[src/hdl/board_io_pkg.sv]
// Board I/O shared definitions
// Address map, bus and display widths, UART timing, select and state enums
package board_io_pkg;

	localparam int addr_w = 32;	// I/O address width
	localparam int data_w = 32;	// I/O data width
	localparam int red_w = 18;	// Red LED bank
	localparam int green_w = 9;	// Green LED bank
	localparam int hex_w = 7;	// One seven-segment digit

	localparam logic [addr_w-1:0] addr_red = 32'h00;
	localparam logic [addr_w-1:0] addr_green = 32'h04;
	localparam logic [addr_w-1:0] addr_hex0 = 32'h08;
	localparam logic [addr_w-1:0] addr_hex1 = 32'h0c;
	localparam logic [addr_w-1:0] addr_hex2 = 32'h10;
	localparam logic [addr_w-1:0] addr_hex3 = 32'h14;
	localparam logic [addr_w-1:0] addr_uart_status = 32'h18;
	localparam logic [addr_w-1:0] addr_uart_data = 32'h1c;
	localparam logic [addr_w-1:0] addr_timer = 32'h24;	// 0x20 left unmapped

	localparam int baud_divide = 27;	// clk50 cycles per bit
	localparam int uart_bits = 8;	// Data bits per frame
	localparam int baud_cnt_w = $clog2(baud_divide);
	localparam int bit_cnt_w = $clog2(uart_bits);
	localparam logic [baud_cnt_w-1:0] baud_last = baud_cnt_w'(baud_divide - 1);
	localparam logic [baud_cnt_w-1:0] baud_half = baud_cnt_w'(baud_divide / 2);
	localparam logic [bit_cnt_w-1:0] bit_last = bit_cnt_w'(uart_bits - 1);

	typedef enum logic [3:0]
	{
		sel_red, sel_green, sel_hex0, sel_hex1, sel_hex2, sel_hex3,
		sel_uart_status, sel_uart_data, sel_timer, sel_none
	} io_sel_e;	// Target of a bus cycle

	typedef enum logic [1:0]
	{
		st_idle, st_start, st_data, st_stop
	} uart_state_e;	// Shared by TX and RX machines

endpackage

[src/hdl/io_bus_if.sv]
// Decoded I/O bus between the address decoder and the register targets
`timescale 1ns/1ps

interface io_bus_if;

	logic write_en;	// Single-cycle write strobe
	logic read_en;	// Read strobe, only consumes UART data
	logic [board_io_pkg::data_w-1:0] write_data;
	board_io_pkg::io_sel_e sel;	// Register picked by the address

	modport decoder
	(
		output write_en, read_en, write_data, sel
	);

	modport target
	(
		input write_en, read_en, write_data, sel
	);

endinterface

[src/hdl/io_addr_decode.sv]
// Address decoder
// Maps the raw I/O address onto one register select, forwards strobes and data
`timescale 1ns/1ps

module io_addr_decode
(
	input logic io_write_en,
	input logic io_read_en,
	input logic [board_io_pkg::addr_w-1:0] io_address,
	input logic [board_io_pkg::data_w-1:0] io_write_data,
	io_bus_if.decoder bus
);

	// Strobes and payload pass straight through
	assign bus.write_en = io_write_en;
	assign bus.read_en = io_read_en;
	assign bus.write_data = io_write_data;

	// Exact match only, so unaligned addresses fall to sel_none
	always_comb
	begin
		case (io_address)
			board_io_pkg::addr_red: bus.sel = board_io_pkg::sel_red;
			board_io_pkg::addr_green: bus.sel = board_io_pkg::sel_green;
			board_io_pkg::addr_hex0: bus.sel = board_io_pkg::sel_hex0;
			board_io_pkg::addr_hex1: bus.sel = board_io_pkg::sel_hex1;
			board_io_pkg::addr_hex2: bus.sel = board_io_pkg::sel_hex2;
			board_io_pkg::addr_hex3: bus.sel = board_io_pkg::sel_hex3;
			board_io_pkg::addr_uart_status: bus.sel = board_io_pkg::sel_uart_status;
			board_io_pkg::addr_uart_data: bus.sel = board_io_pkg::sel_uart_data;
			board_io_pkg::addr_timer: bus.sel = board_io_pkg::sel_timer;
			default: bus.sel = board_io_pkg::sel_none;	// Unmapped hole
		endcase
	end

endmodule

[src/hdl/display_regs.sv]
// Display registers
// Red and green LED banks plus four seven-segment digits, written from the bus
`timescale 1ns/1ps

module display_regs
(
	input logic clk50,
	input logic core_reset,
	io_bus_if.target bus,
	output logic [board_io_pkg::red_w-1:0] red_led,
	output logic [board_io_pkg::green_w-1:0] green_led,
	output logic [board_io_pkg::hex_w-1:0] hex0,
	output logic [board_io_pkg::hex_w-1:0] hex1,
	output logic [board_io_pkg::hex_w-1:0] hex2,
	output logic [board_io_pkg::hex_w-1:0] hex3
);

	always_ff @(posedge clk50, posedge core_reset)
	begin
		if (core_reset)
		begin
			red_led <= '0;	// All segments and LEDs dark
			green_led <= '0;
			hex0 <= '0;
			hex1 <= '0;
			hex2 <= '0;
			hex3 <= '0;
		end
		else if (bus.write_en)
		begin
			// Low bits only, upper data bits dropped
			case (bus.sel)
				board_io_pkg::sel_red: red_led <= bus.write_data[board_io_pkg::red_w-1:0];
				board_io_pkg::sel_green: green_led <= bus.write_data[board_io_pkg::green_w-1:0];
				board_io_pkg::sel_hex0: hex0 <= bus.write_data[board_io_pkg::hex_w-1:0];
				board_io_pkg::sel_hex1: hex1 <= bus.write_data[board_io_pkg::hex_w-1:0];
				board_io_pkg::sel_hex2: hex2 <= bus.write_data[board_io_pkg::hex_w-1:0];
				board_io_pkg::sel_hex3: hex3 <= bus.write_data[board_io_pkg::hex_w-1:0];
				default: ;	// Other targets live elsewhere
			endcase
		end
	end

endmodule

[src/hdl/uart_port.sv]
// UART port
// Transmit FSM with shifter, receive FSM with synchronizer and one-byte buffer,
// status word for the readback mux
`timescale 1ns/1ps

module uart_port
(
	input logic clk50,
	input logic core_reset,
	io_bus_if.target bus,
	input logic uart_rx,
	output logic uart_tx,
	output logic [board_io_pkg::data_w-1:0] uart_status,
	output logic [board_io_pkg::data_w-1:0] uart_rx_data
);

	board_io_pkg::uart_state_e tx_state;
	logic [board_io_pkg::baud_cnt_w-1:0] tx_cnt;	// Cycles within current bit
	logic [board_io_pkg::bit_cnt_w-1:0] tx_bit;	// Data bit index
	logic [board_io_pkg::uart_bits-1:0] tx_shift;	// LSB goes out first
	logic tx_load;
	logic tx_bit_end;

	board_io_pkg::uart_state_e rx_state;
	logic [2:0] rx_sync;	// Two sync flops plus one for edge detect
	logic rx_in;
	logic rx_fall;
	logic [board_io_pkg::baud_cnt_w-1:0] rx_cnt;
	logic [board_io_pkg::bit_cnt_w-1:0] rx_bit;
	logic [board_io_pkg::uart_bits-1:0] rx_shift;
	logic [board_io_pkg::uart_bits-1:0] rx_data;	// Last complete byte
	logic rx_avail;
	logic rx_done;

	// Busy writes are dropped, only an idle transmitter loads
	assign tx_load = bus.write_en && bus.sel == board_io_pkg::sel_uart_data
		&& tx_state == board_io_pkg::st_idle;
	assign tx_bit_end = tx_cnt == board_io_pkg::baud_last;

	always_ff @(posedge clk50, posedge core_reset)
	begin
		if (core_reset)
		begin
			tx_state <= board_io_pkg::st_idle;
			tx_cnt <= '0;
			tx_bit <= '0;
		end
		else
		begin
			tx_cnt <= (tx_load || tx_bit_end) ? '0 : tx_cnt + 1'b1;	// Free count while busy
			case (tx_state)
				board_io_pkg::st_idle:
					if (tx_load)
						tx_state <= board_io_pkg::st_start;
				board_io_pkg::st_start:
					if (tx_bit_end)
					begin
						tx_state <= board_io_pkg::st_data;
						tx_bit <= '0;
					end
				board_io_pkg::st_data:
					if (tx_bit_end)
					begin
						tx_bit <= tx_bit + 1'b1;
						if (tx_bit == board_io_pkg::bit_last)
							tx_state <= board_io_pkg::st_stop;
					end
				default:
					if (tx_bit_end)
						tx_state <= board_io_pkg::st_idle;	// Stop bit done
			endcase
		end
	end

	always_ff @(posedge clk50)
	begin
		if (tx_load)
			tx_shift <= bus.write_data[board_io_pkg::uart_bits-1:0];
		else if (tx_state == board_io_pkg::st_data && tx_bit_end)
			tx_shift <= tx_shift >> 1;	// Next bit to LSB
	end

	always_comb
	begin
		case (tx_state)
			board_io_pkg::st_start: uart_tx = 1'b0;
			board_io_pkg::st_data: uart_tx = tx_shift[0];
			default: uart_tx = 1'b1;	// Idle and stop both mark
		endcase
	end

	assign rx_in = rx_sync[1];
	assign rx_fall = rx_sync[2] && !rx_sync[1];

	always_ff @(posedge clk50, posedge core_reset)
	begin
		if (core_reset)
		begin
			rx_sync <= 3'b111;	// Line idles high
			rx_state <= board_io_pkg::st_idle;
			rx_cnt <= '0;
			rx_bit <= '0;
		end
		else
		begin
			rx_sync <= {rx_sync[1:0], uart_rx};
			rx_cnt <= rx_cnt + 1'b1;
			case (rx_state)
				board_io_pkg::st_idle:
				begin
					rx_cnt <= '0;
					if (rx_fall)
						rx_state <= board_io_pkg::st_start;
				end
				board_io_pkg::st_start:
					if (rx_cnt == board_io_pkg::baud_half)
					begin
						rx_cnt <= '0;	// Now aligned to bit middle
						rx_bit <= '0;
						rx_state <= rx_in ? board_io_pkg::st_idle : board_io_pkg::st_data;
					end
				board_io_pkg::st_data:
					if (rx_cnt == board_io_pkg::baud_last)
					begin
						rx_cnt <= '0;
						rx_bit <= rx_bit + 1'b1;
						if (rx_bit == board_io_pkg::bit_last)
							rx_state <= board_io_pkg::st_stop;
					end
				default:
					if (rx_done)
						rx_state <= board_io_pkg::st_idle;	// Rearm for next start edge
			endcase
		end
	end

	assign rx_done = rx_state == board_io_pkg::st_stop && rx_cnt == board_io_pkg::baud_last;

	always_ff @(posedge clk50)
	begin
		if (rx_state == board_io_pkg::st_data && rx_cnt == board_io_pkg::baud_last)
			rx_shift <= {rx_in, rx_shift[board_io_pkg::uart_bits-1:1]};	// LSB arrives first
	end

	// Receive buffer, a fresh byte overwrites an unread one
	always_ff @(posedge clk50, posedge core_reset)
	begin
		if (core_reset)
		begin
			rx_data <= '0;
			rx_avail <= 1'b0;
		end
		else if (rx_done)
		begin
			rx_data <= rx_shift;
			rx_avail <= 1'b1;	// Set wins over a same-cycle read
		end
		else if (bus.read_en && bus.sel == board_io_pkg::sel_uart_data)
			rx_avail <= 1'b0;	// Byte consumed
	end

	assign uart_status = {{(board_io_pkg::data_w - 2){1'b0}}, rx_avail,
		tx_state == board_io_pkg::st_idle};
	assign uart_rx_data = {{(board_io_pkg::data_w - board_io_pkg::uart_bits){1'b0}}, rx_data};

endmodule

[src/hdl/timer_readback.sv]
// Free-running timer and read data multiplexer
`timescale 1ns/1ps

module timer_readback
(
	input logic clk50,
	input logic core_reset,
	io_bus_if.target bus,
	input logic [board_io_pkg::data_w-1:0] uart_status,
	input logic [board_io_pkg::data_w-1:0] uart_rx_data,
	output logic [board_io_pkg::data_w-1:0] io_read_data
);

	logic [board_io_pkg::data_w-1:0] timer_val;	// Cycle count since reset

	always_ff @(posedge clk50, posedge core_reset)
	begin
		if (core_reset)
			timer_val <= '0;
		else
			timer_val <= timer_val + 1'b1;	// Wraps silently
	end

	// Pure function of the select, no read latency
	always_comb
	begin
		case (bus.sel)
			board_io_pkg::sel_uart_status: io_read_data = uart_status;
			board_io_pkg::sel_uart_data: io_read_data = uart_rx_data;
			board_io_pkg::sel_timer: io_read_data = timer_val;
			default: io_read_data = '0;	// Display regs are write-only
		endcase
	end

endmodule

[src/hdl/board_io_top.sv]
// Board I/O peripheral top level
// Decoder, display registers, UART and timer readback on one decoded bus
`timescale 1ns/1ps

module board_io_top
(
	input logic clk50,
	input logic core_reset,
	input logic io_write_en,
	input logic io_read_en,
	input logic [board_io_pkg::addr_w-1:0] io_address,
	input logic [board_io_pkg::data_w-1:0] io_write_data,
	output logic [board_io_pkg::data_w-1:0] io_read_data,
	output logic [board_io_pkg::red_w-1:0] red_led,
	output logic [board_io_pkg::green_w-1:0] green_led,
	output logic [board_io_pkg::hex_w-1:0] hex0,
	output logic [board_io_pkg::hex_w-1:0] hex1,
	output logic [board_io_pkg::hex_w-1:0] hex2,
	output logic [board_io_pkg::hex_w-1:0] hex3,
	output logic uart_tx,
	input logic uart_rx
);

	logic [board_io_pkg::data_w-1:0] uart_status;	// TX idle, RX available
	logic [board_io_pkg::data_w-1:0] uart_rx_data;

	io_bus_if bus();	// Decoded bus shared by all targets

	io_addr_decode decode
	(
		.io_write_en(io_write_en),
		.io_read_en(io_read_en),
		.io_address(io_address),
		.io_write_data(io_write_data),
		.bus(bus.decoder)
	);

	display_regs display
	(
		.clk50(clk50),
		.core_reset(core_reset),
		.bus(bus.target),
		.red_led(red_led),
		.green_led(green_led),
		.hex0(hex0),
		.hex1(hex1),
		.hex2(hex2),
		.hex3(hex3)
	);

	uart_port uart
	(
		.clk50(clk50),
		.core_reset(core_reset),
		.bus(bus.target),
		.uart_rx(uart_rx),
		.uart_tx(uart_tx),
		.uart_status(uart_status),
		.uart_rx_data(uart_rx_data)
	);

	timer_readback readback
	(
		.clk50(clk50),
		.core_reset(core_reset),
		.bus(bus.target),
		.uart_status(uart_status),
		.uart_rx_data(uart_rx_data),
		.io_read_data(io_read_data)
	);

endmodule

[config.mk]
export PLATFORM = sky130hd
export DESIGN_NAME = board_io_top
export DESIGN_NICKNAME = d
export VERILOG_FILES = /design/src/hdl/board_io_pkg.sv /design/src/hdl/io_bus_if.sv /design/src/hdl/io_addr_decode.sv /design/src/hdl/display_regs.sv /design/src/hdl/uart_port.sv /design/src/hdl/timer_readback.sv /design/src/hdl/board_io_top.sv
export SDC_FILE = /design/constraint.sdc
export NUM_CORES = 1
export LEC_CHECK = 0
export BUFFER_PORTS_ARGS = -buffer_cell sky130_fd_sc_hd__buf_2
export CAP_MARGIN = 20
export CORE_MARGIN = 2
export CORE_UTILIZATION = 36
export CTS_CLUSTER_SIZE = 24
export DETAILED_ROUTE_END_ITERATION = 10
export GPL_TIMING_DRIVEN = 0
export PLACE_DENSITY = 0.54
export SYNTH_ARGS = -nofsm -noshare
export SYNTH_HDL_FRONTEND = slang
export SYNTH_SLANG_ARGS = --single-unit
[constraint.sdc]
create_clock -name clk50 -period 4.2 [get_ports clk50]
set_input_delay 0.63 -clock clk50 [delete_from_list [all_inputs] [get_ports clk50]]
set_output_delay 0.63 -clock clk50 [all_outputs]
set_load 0.02 [all_outputs]
==> flow_metrics.tcl <==
set metrics [dict create \
    clock_power_share_pct 45.7 \
    synth_edf_count 16 \
    avgSynthCellArea_um2 12.82 \
    synth_top_family_by_area "multiplexers" \
    setup_tns_ns 0 \
    cts_resized 0 \
    clockRootBuffer "clkbuf_16" \
    synth_simple_gate_area_share_pct 13.68 \
    die-area_mm2 0.01772 \
    grt_max_degree 69 \
    comb_power_share_pct 8.8 \
    ios 157 \
    row_count 47 \
    switching_share_pct 24.67 \
    synth.area.mux_share_pct 14.34 \
    synth_fa_ha_area_share_pct 3.752 \
    nFillCells 1554 \
    worst_slew_pin_slew_ns 1.015 \
    areaGrowthSynthToFinish_pct 26.37 \
    max-cap-violations 0 \
    drc 0 \
    avgRoutedWirePerCell_um 16.01 \
    die_x_um 133.1 \
    grt_util_all_layers_pct 16.32 \
    r2r_setup_slack_ns 1.79 \
    rsz0062_at_grt "false" \
    cts_tree "done" \
    final_antenna_net_count 0 \
    ys_async_sr_fraction_pct 88.15 \
    clock_skew_ns 0.006262 \
    reg2reg_from "readback.timer_val[2]$_DFF_PP0_" \
    worst_r2r_path_depth 5 \
    crit_type "in -> out" \
    core-area_mm2 0.01647 \
    intPower_mw 2.310 \
    htree_levels 4 \
    drt-total-wl_um 13810 \
    final_layout_size_suffix_gt1_share_pct 38.41 \
    routabilityCongestion 0.7950 \
    grt_pass1_vias 4226 \
    dpl.cell_count 831 \
    cts_hold_buf 0 \
    status "complete, no violations" \
    stdcell_count 863 \
    dieHeight_um 133.1 \
    p_leak_nw 3.811 \
    synth_xor_area_share_pct 5.107 \
    antennaDiodeCount 0 \
    fin_nets 717 \
    cpMaxStageDelayCell "nor4_1" \
    fmax_ghz 0.2684 \
    switching_power_uw 756.3 \
    power_mw 3.066 \
    cp-end-kind "output port" \
    cp_top_family "simple AND/OR/NAND/NOR gates" \
    finalWorstSetupSlack_ns 0.4737 \
    required_ns 3.57 \
    relSlewSlack_pct 31.74 \
    path_cells "buf_2 > nor4_1 > nand3_1 > nor3_1 > clkbuf_1 > nand2_1 > o21ai_0 > buf_2" \
    grt_pass1_wl_um 22560 \
    drtIter0Drc 191 \
    finalSetupViolCount 0 \
    clk_latency_ns 0.42 \
    synth-seq-cells 135 \
    grt.overflow.total 0 \
    power_density_mw_per_mm2 404.2 \
    pre_cts_ws_ns 0.4270 \
    hold_viol 0 \
    syn_inst 468 \
    synthesis.nets 555 \
    via_count 4156 \
    yosysWarnings 0 \
    startpoint_type "input port" \
    crit_buf_inv 3 \
    final_core_util_pct 46.06 \
    hp-class "in -> async" \
    report.final.slew_viol_count 0 \
    period_share_pct 88.72 \
    cts_buffer_depth 2 \
    synth_ff_type "dfrtp_1" \
    post_cts_buffers 0 \
    cts_buffers 17 \
    p_seq_share_pct 45.4 \
    critPathMaxStageDelay_ns 0.61 \
    ys_types 45 \
    clkSinkCount 135 \
    r2r_end "readback.timer_val[31]$_DFF_PP0_" \
    synth_compound_area_share_pct 3.502 \
    synth_area_mm2 0.006002 \
    viasPerCell 4.816 \
    dp_hpwl_um 10020 \
    antenna_found_initial 0 \
    arrival_ns 3.10 \
    seq_area_mm2 0.003462 \
    multiInputGateArea_mm2 0.002424 \
    initial_core_util_pct 36.45 \
    fin_crit_ns 3.726 \
    clkTransAtPathRegs_ns 0.05 \
    ys_seq_area_share_pct 57.68 \
    cpMostUsedCell "buf_2" \
    port_buffers 141 \
    firstDrtPassIters 4 \
    peakVddDrop_v 0.0002845 \
    worstPathMaxFanout 10 \
]
-- placed cells by master, fill, tap and decap left out, drive strengths merged, types with 3 or more instances in the layout --
master,n
dfstp,3
nand3,23
nor4,14
nand4,7
and3,5
ha,18
dfrtp,116
inv,20
nand2,26
o21ai,5
buf,147
edfxtp,16
xnor2,24
mux2,72
clkinvlp,4
nor2b,4
a22o,12
clkbuf,31
nor2,17
xor2,11
nor3,10
mux2i,5
and2,29
-- power by group through the flow --
stage / logic, mW / clock network (mW) / registers (mW)
2_1_floorplan: 0.185 / 0 / 1.41
3_3_place_gp: 0.253 / 0 / 1.41
3_5_place_dp: 0.270 / 0 / 1.42
4_1_cts: 0.273 / 1.44 / 1.39
5_1_grt: 0.313 / 1.52 / 1.40
6_report: 0.270 / 1.40 / 1.39
-- routing by layer --
metal  track usage [%]  share of wire, %
met1             21.69                46
met2             26.22                49
met3             4.414               3.6
met4             5.142               1.3
met5                 0                 0
-- sequential cells by signal, summed over array words and instances, names as in the netlist, 3 cells and up --
register / flops
readback.timer_val: 32
display.red_led: 18
display.green_led: 9
uart.rx_data: 8
uart.rx_shift: 8
uart.tx_shift: 8
display.hex0: 7
display.hex1: 7
display.hex2: 7
display.hex3: 7
uart.rx_cnt: 5
uart.tx_cnt: 5
uart.rx_bit: 3
uart.rx_sync: 3
uart.tx_bit: 3
-- how the worst max path moves through the flow --
| stage | from | to | cells after the start |
|---|---|---|---|
| floorplan | core_reset | display.green_led[0]$_DFFE_PP0P_ | 1 |
| global placement | core_reset | readback.timer_val[18]$_DFF_PP0_ | 2 |
| detailed placement | io_address[31] | io_read_data[1] | 8 |
| CTS | io_address[31] | io_read_data[1] | 8 |
| global route | io_address[31] | io_read_data[1] | 8 |
| finish | io_address[31] | io_read_data[0] | 8 |
-- cell families (layout without fill, tap and decap cells) --
family	count (synthesis)	in the layout
adder cells (fa/ha/maj)	18	18
XOR/XNOR	35	35
AO/OA/AOI/OAI	28	28
buffers and inverters	28	203
multiplexers	77	77
flip-flops	135	135
AND/OR/NAND/NOR	147	147
-- cell usage after synthesis (all sizes together), types with 2 or more instances --
master  count  area (um^2)
dfrtp     116         2903
nand4b      2        17.52
inv        17        63.81
edfxtp     16        480.5
and4b       2        20.02
nor2       17        66.32
nand2      26        97.59
a22o       12        105.1
ha         18        225.2
and3        5        31.28
a21oi       2        10.01
mux2i       5        50.05
nor3       10        61.31
nand4       7        43.79
clkbuf      7        26.28
nor2b       4        25.02
nand2b      2        12.51
dfstp       3        78.83
a31oi       2        12.51
o21ai       5        25.02
nand3      23        115.1
xor2       11        96.34
and2       29        181.4
buf         4        26.27
nor4       14        93.84
mux2       72        810.8
xnor2      24        210.2
-- through the flow --
step | hold WS (ns) | cell area, um^2
3_5_place_dp | 0.3484 | 7020
3_3_place_gp | 0.3462 | 6983
6_report | 0.2479 | 7585
2_1_floorplan | 0.3452 | 6002
5_1_grt | 0.2832 | 7585
4_1_cts | 0.2626 | 7585
-- final cells by class --
| class | instances | share of cell area (%) |
|---|---|---|
| Sequential cell | 135 | 45.65 |
| Multi-Input combinational cell | 305 | 31.95 |
| Timing Repair Buffer | 143 | 9.733 |
| Clock buffer | 24 | 6.631 |
| Tap cell | 220 | 3.629 |
| Inverter | 17 | 0.9073 |
| Clock inverter | 8 | 0.8083 |
| Buffer | 11 | 0.6928 |
(Power assumes the default switching activity.)
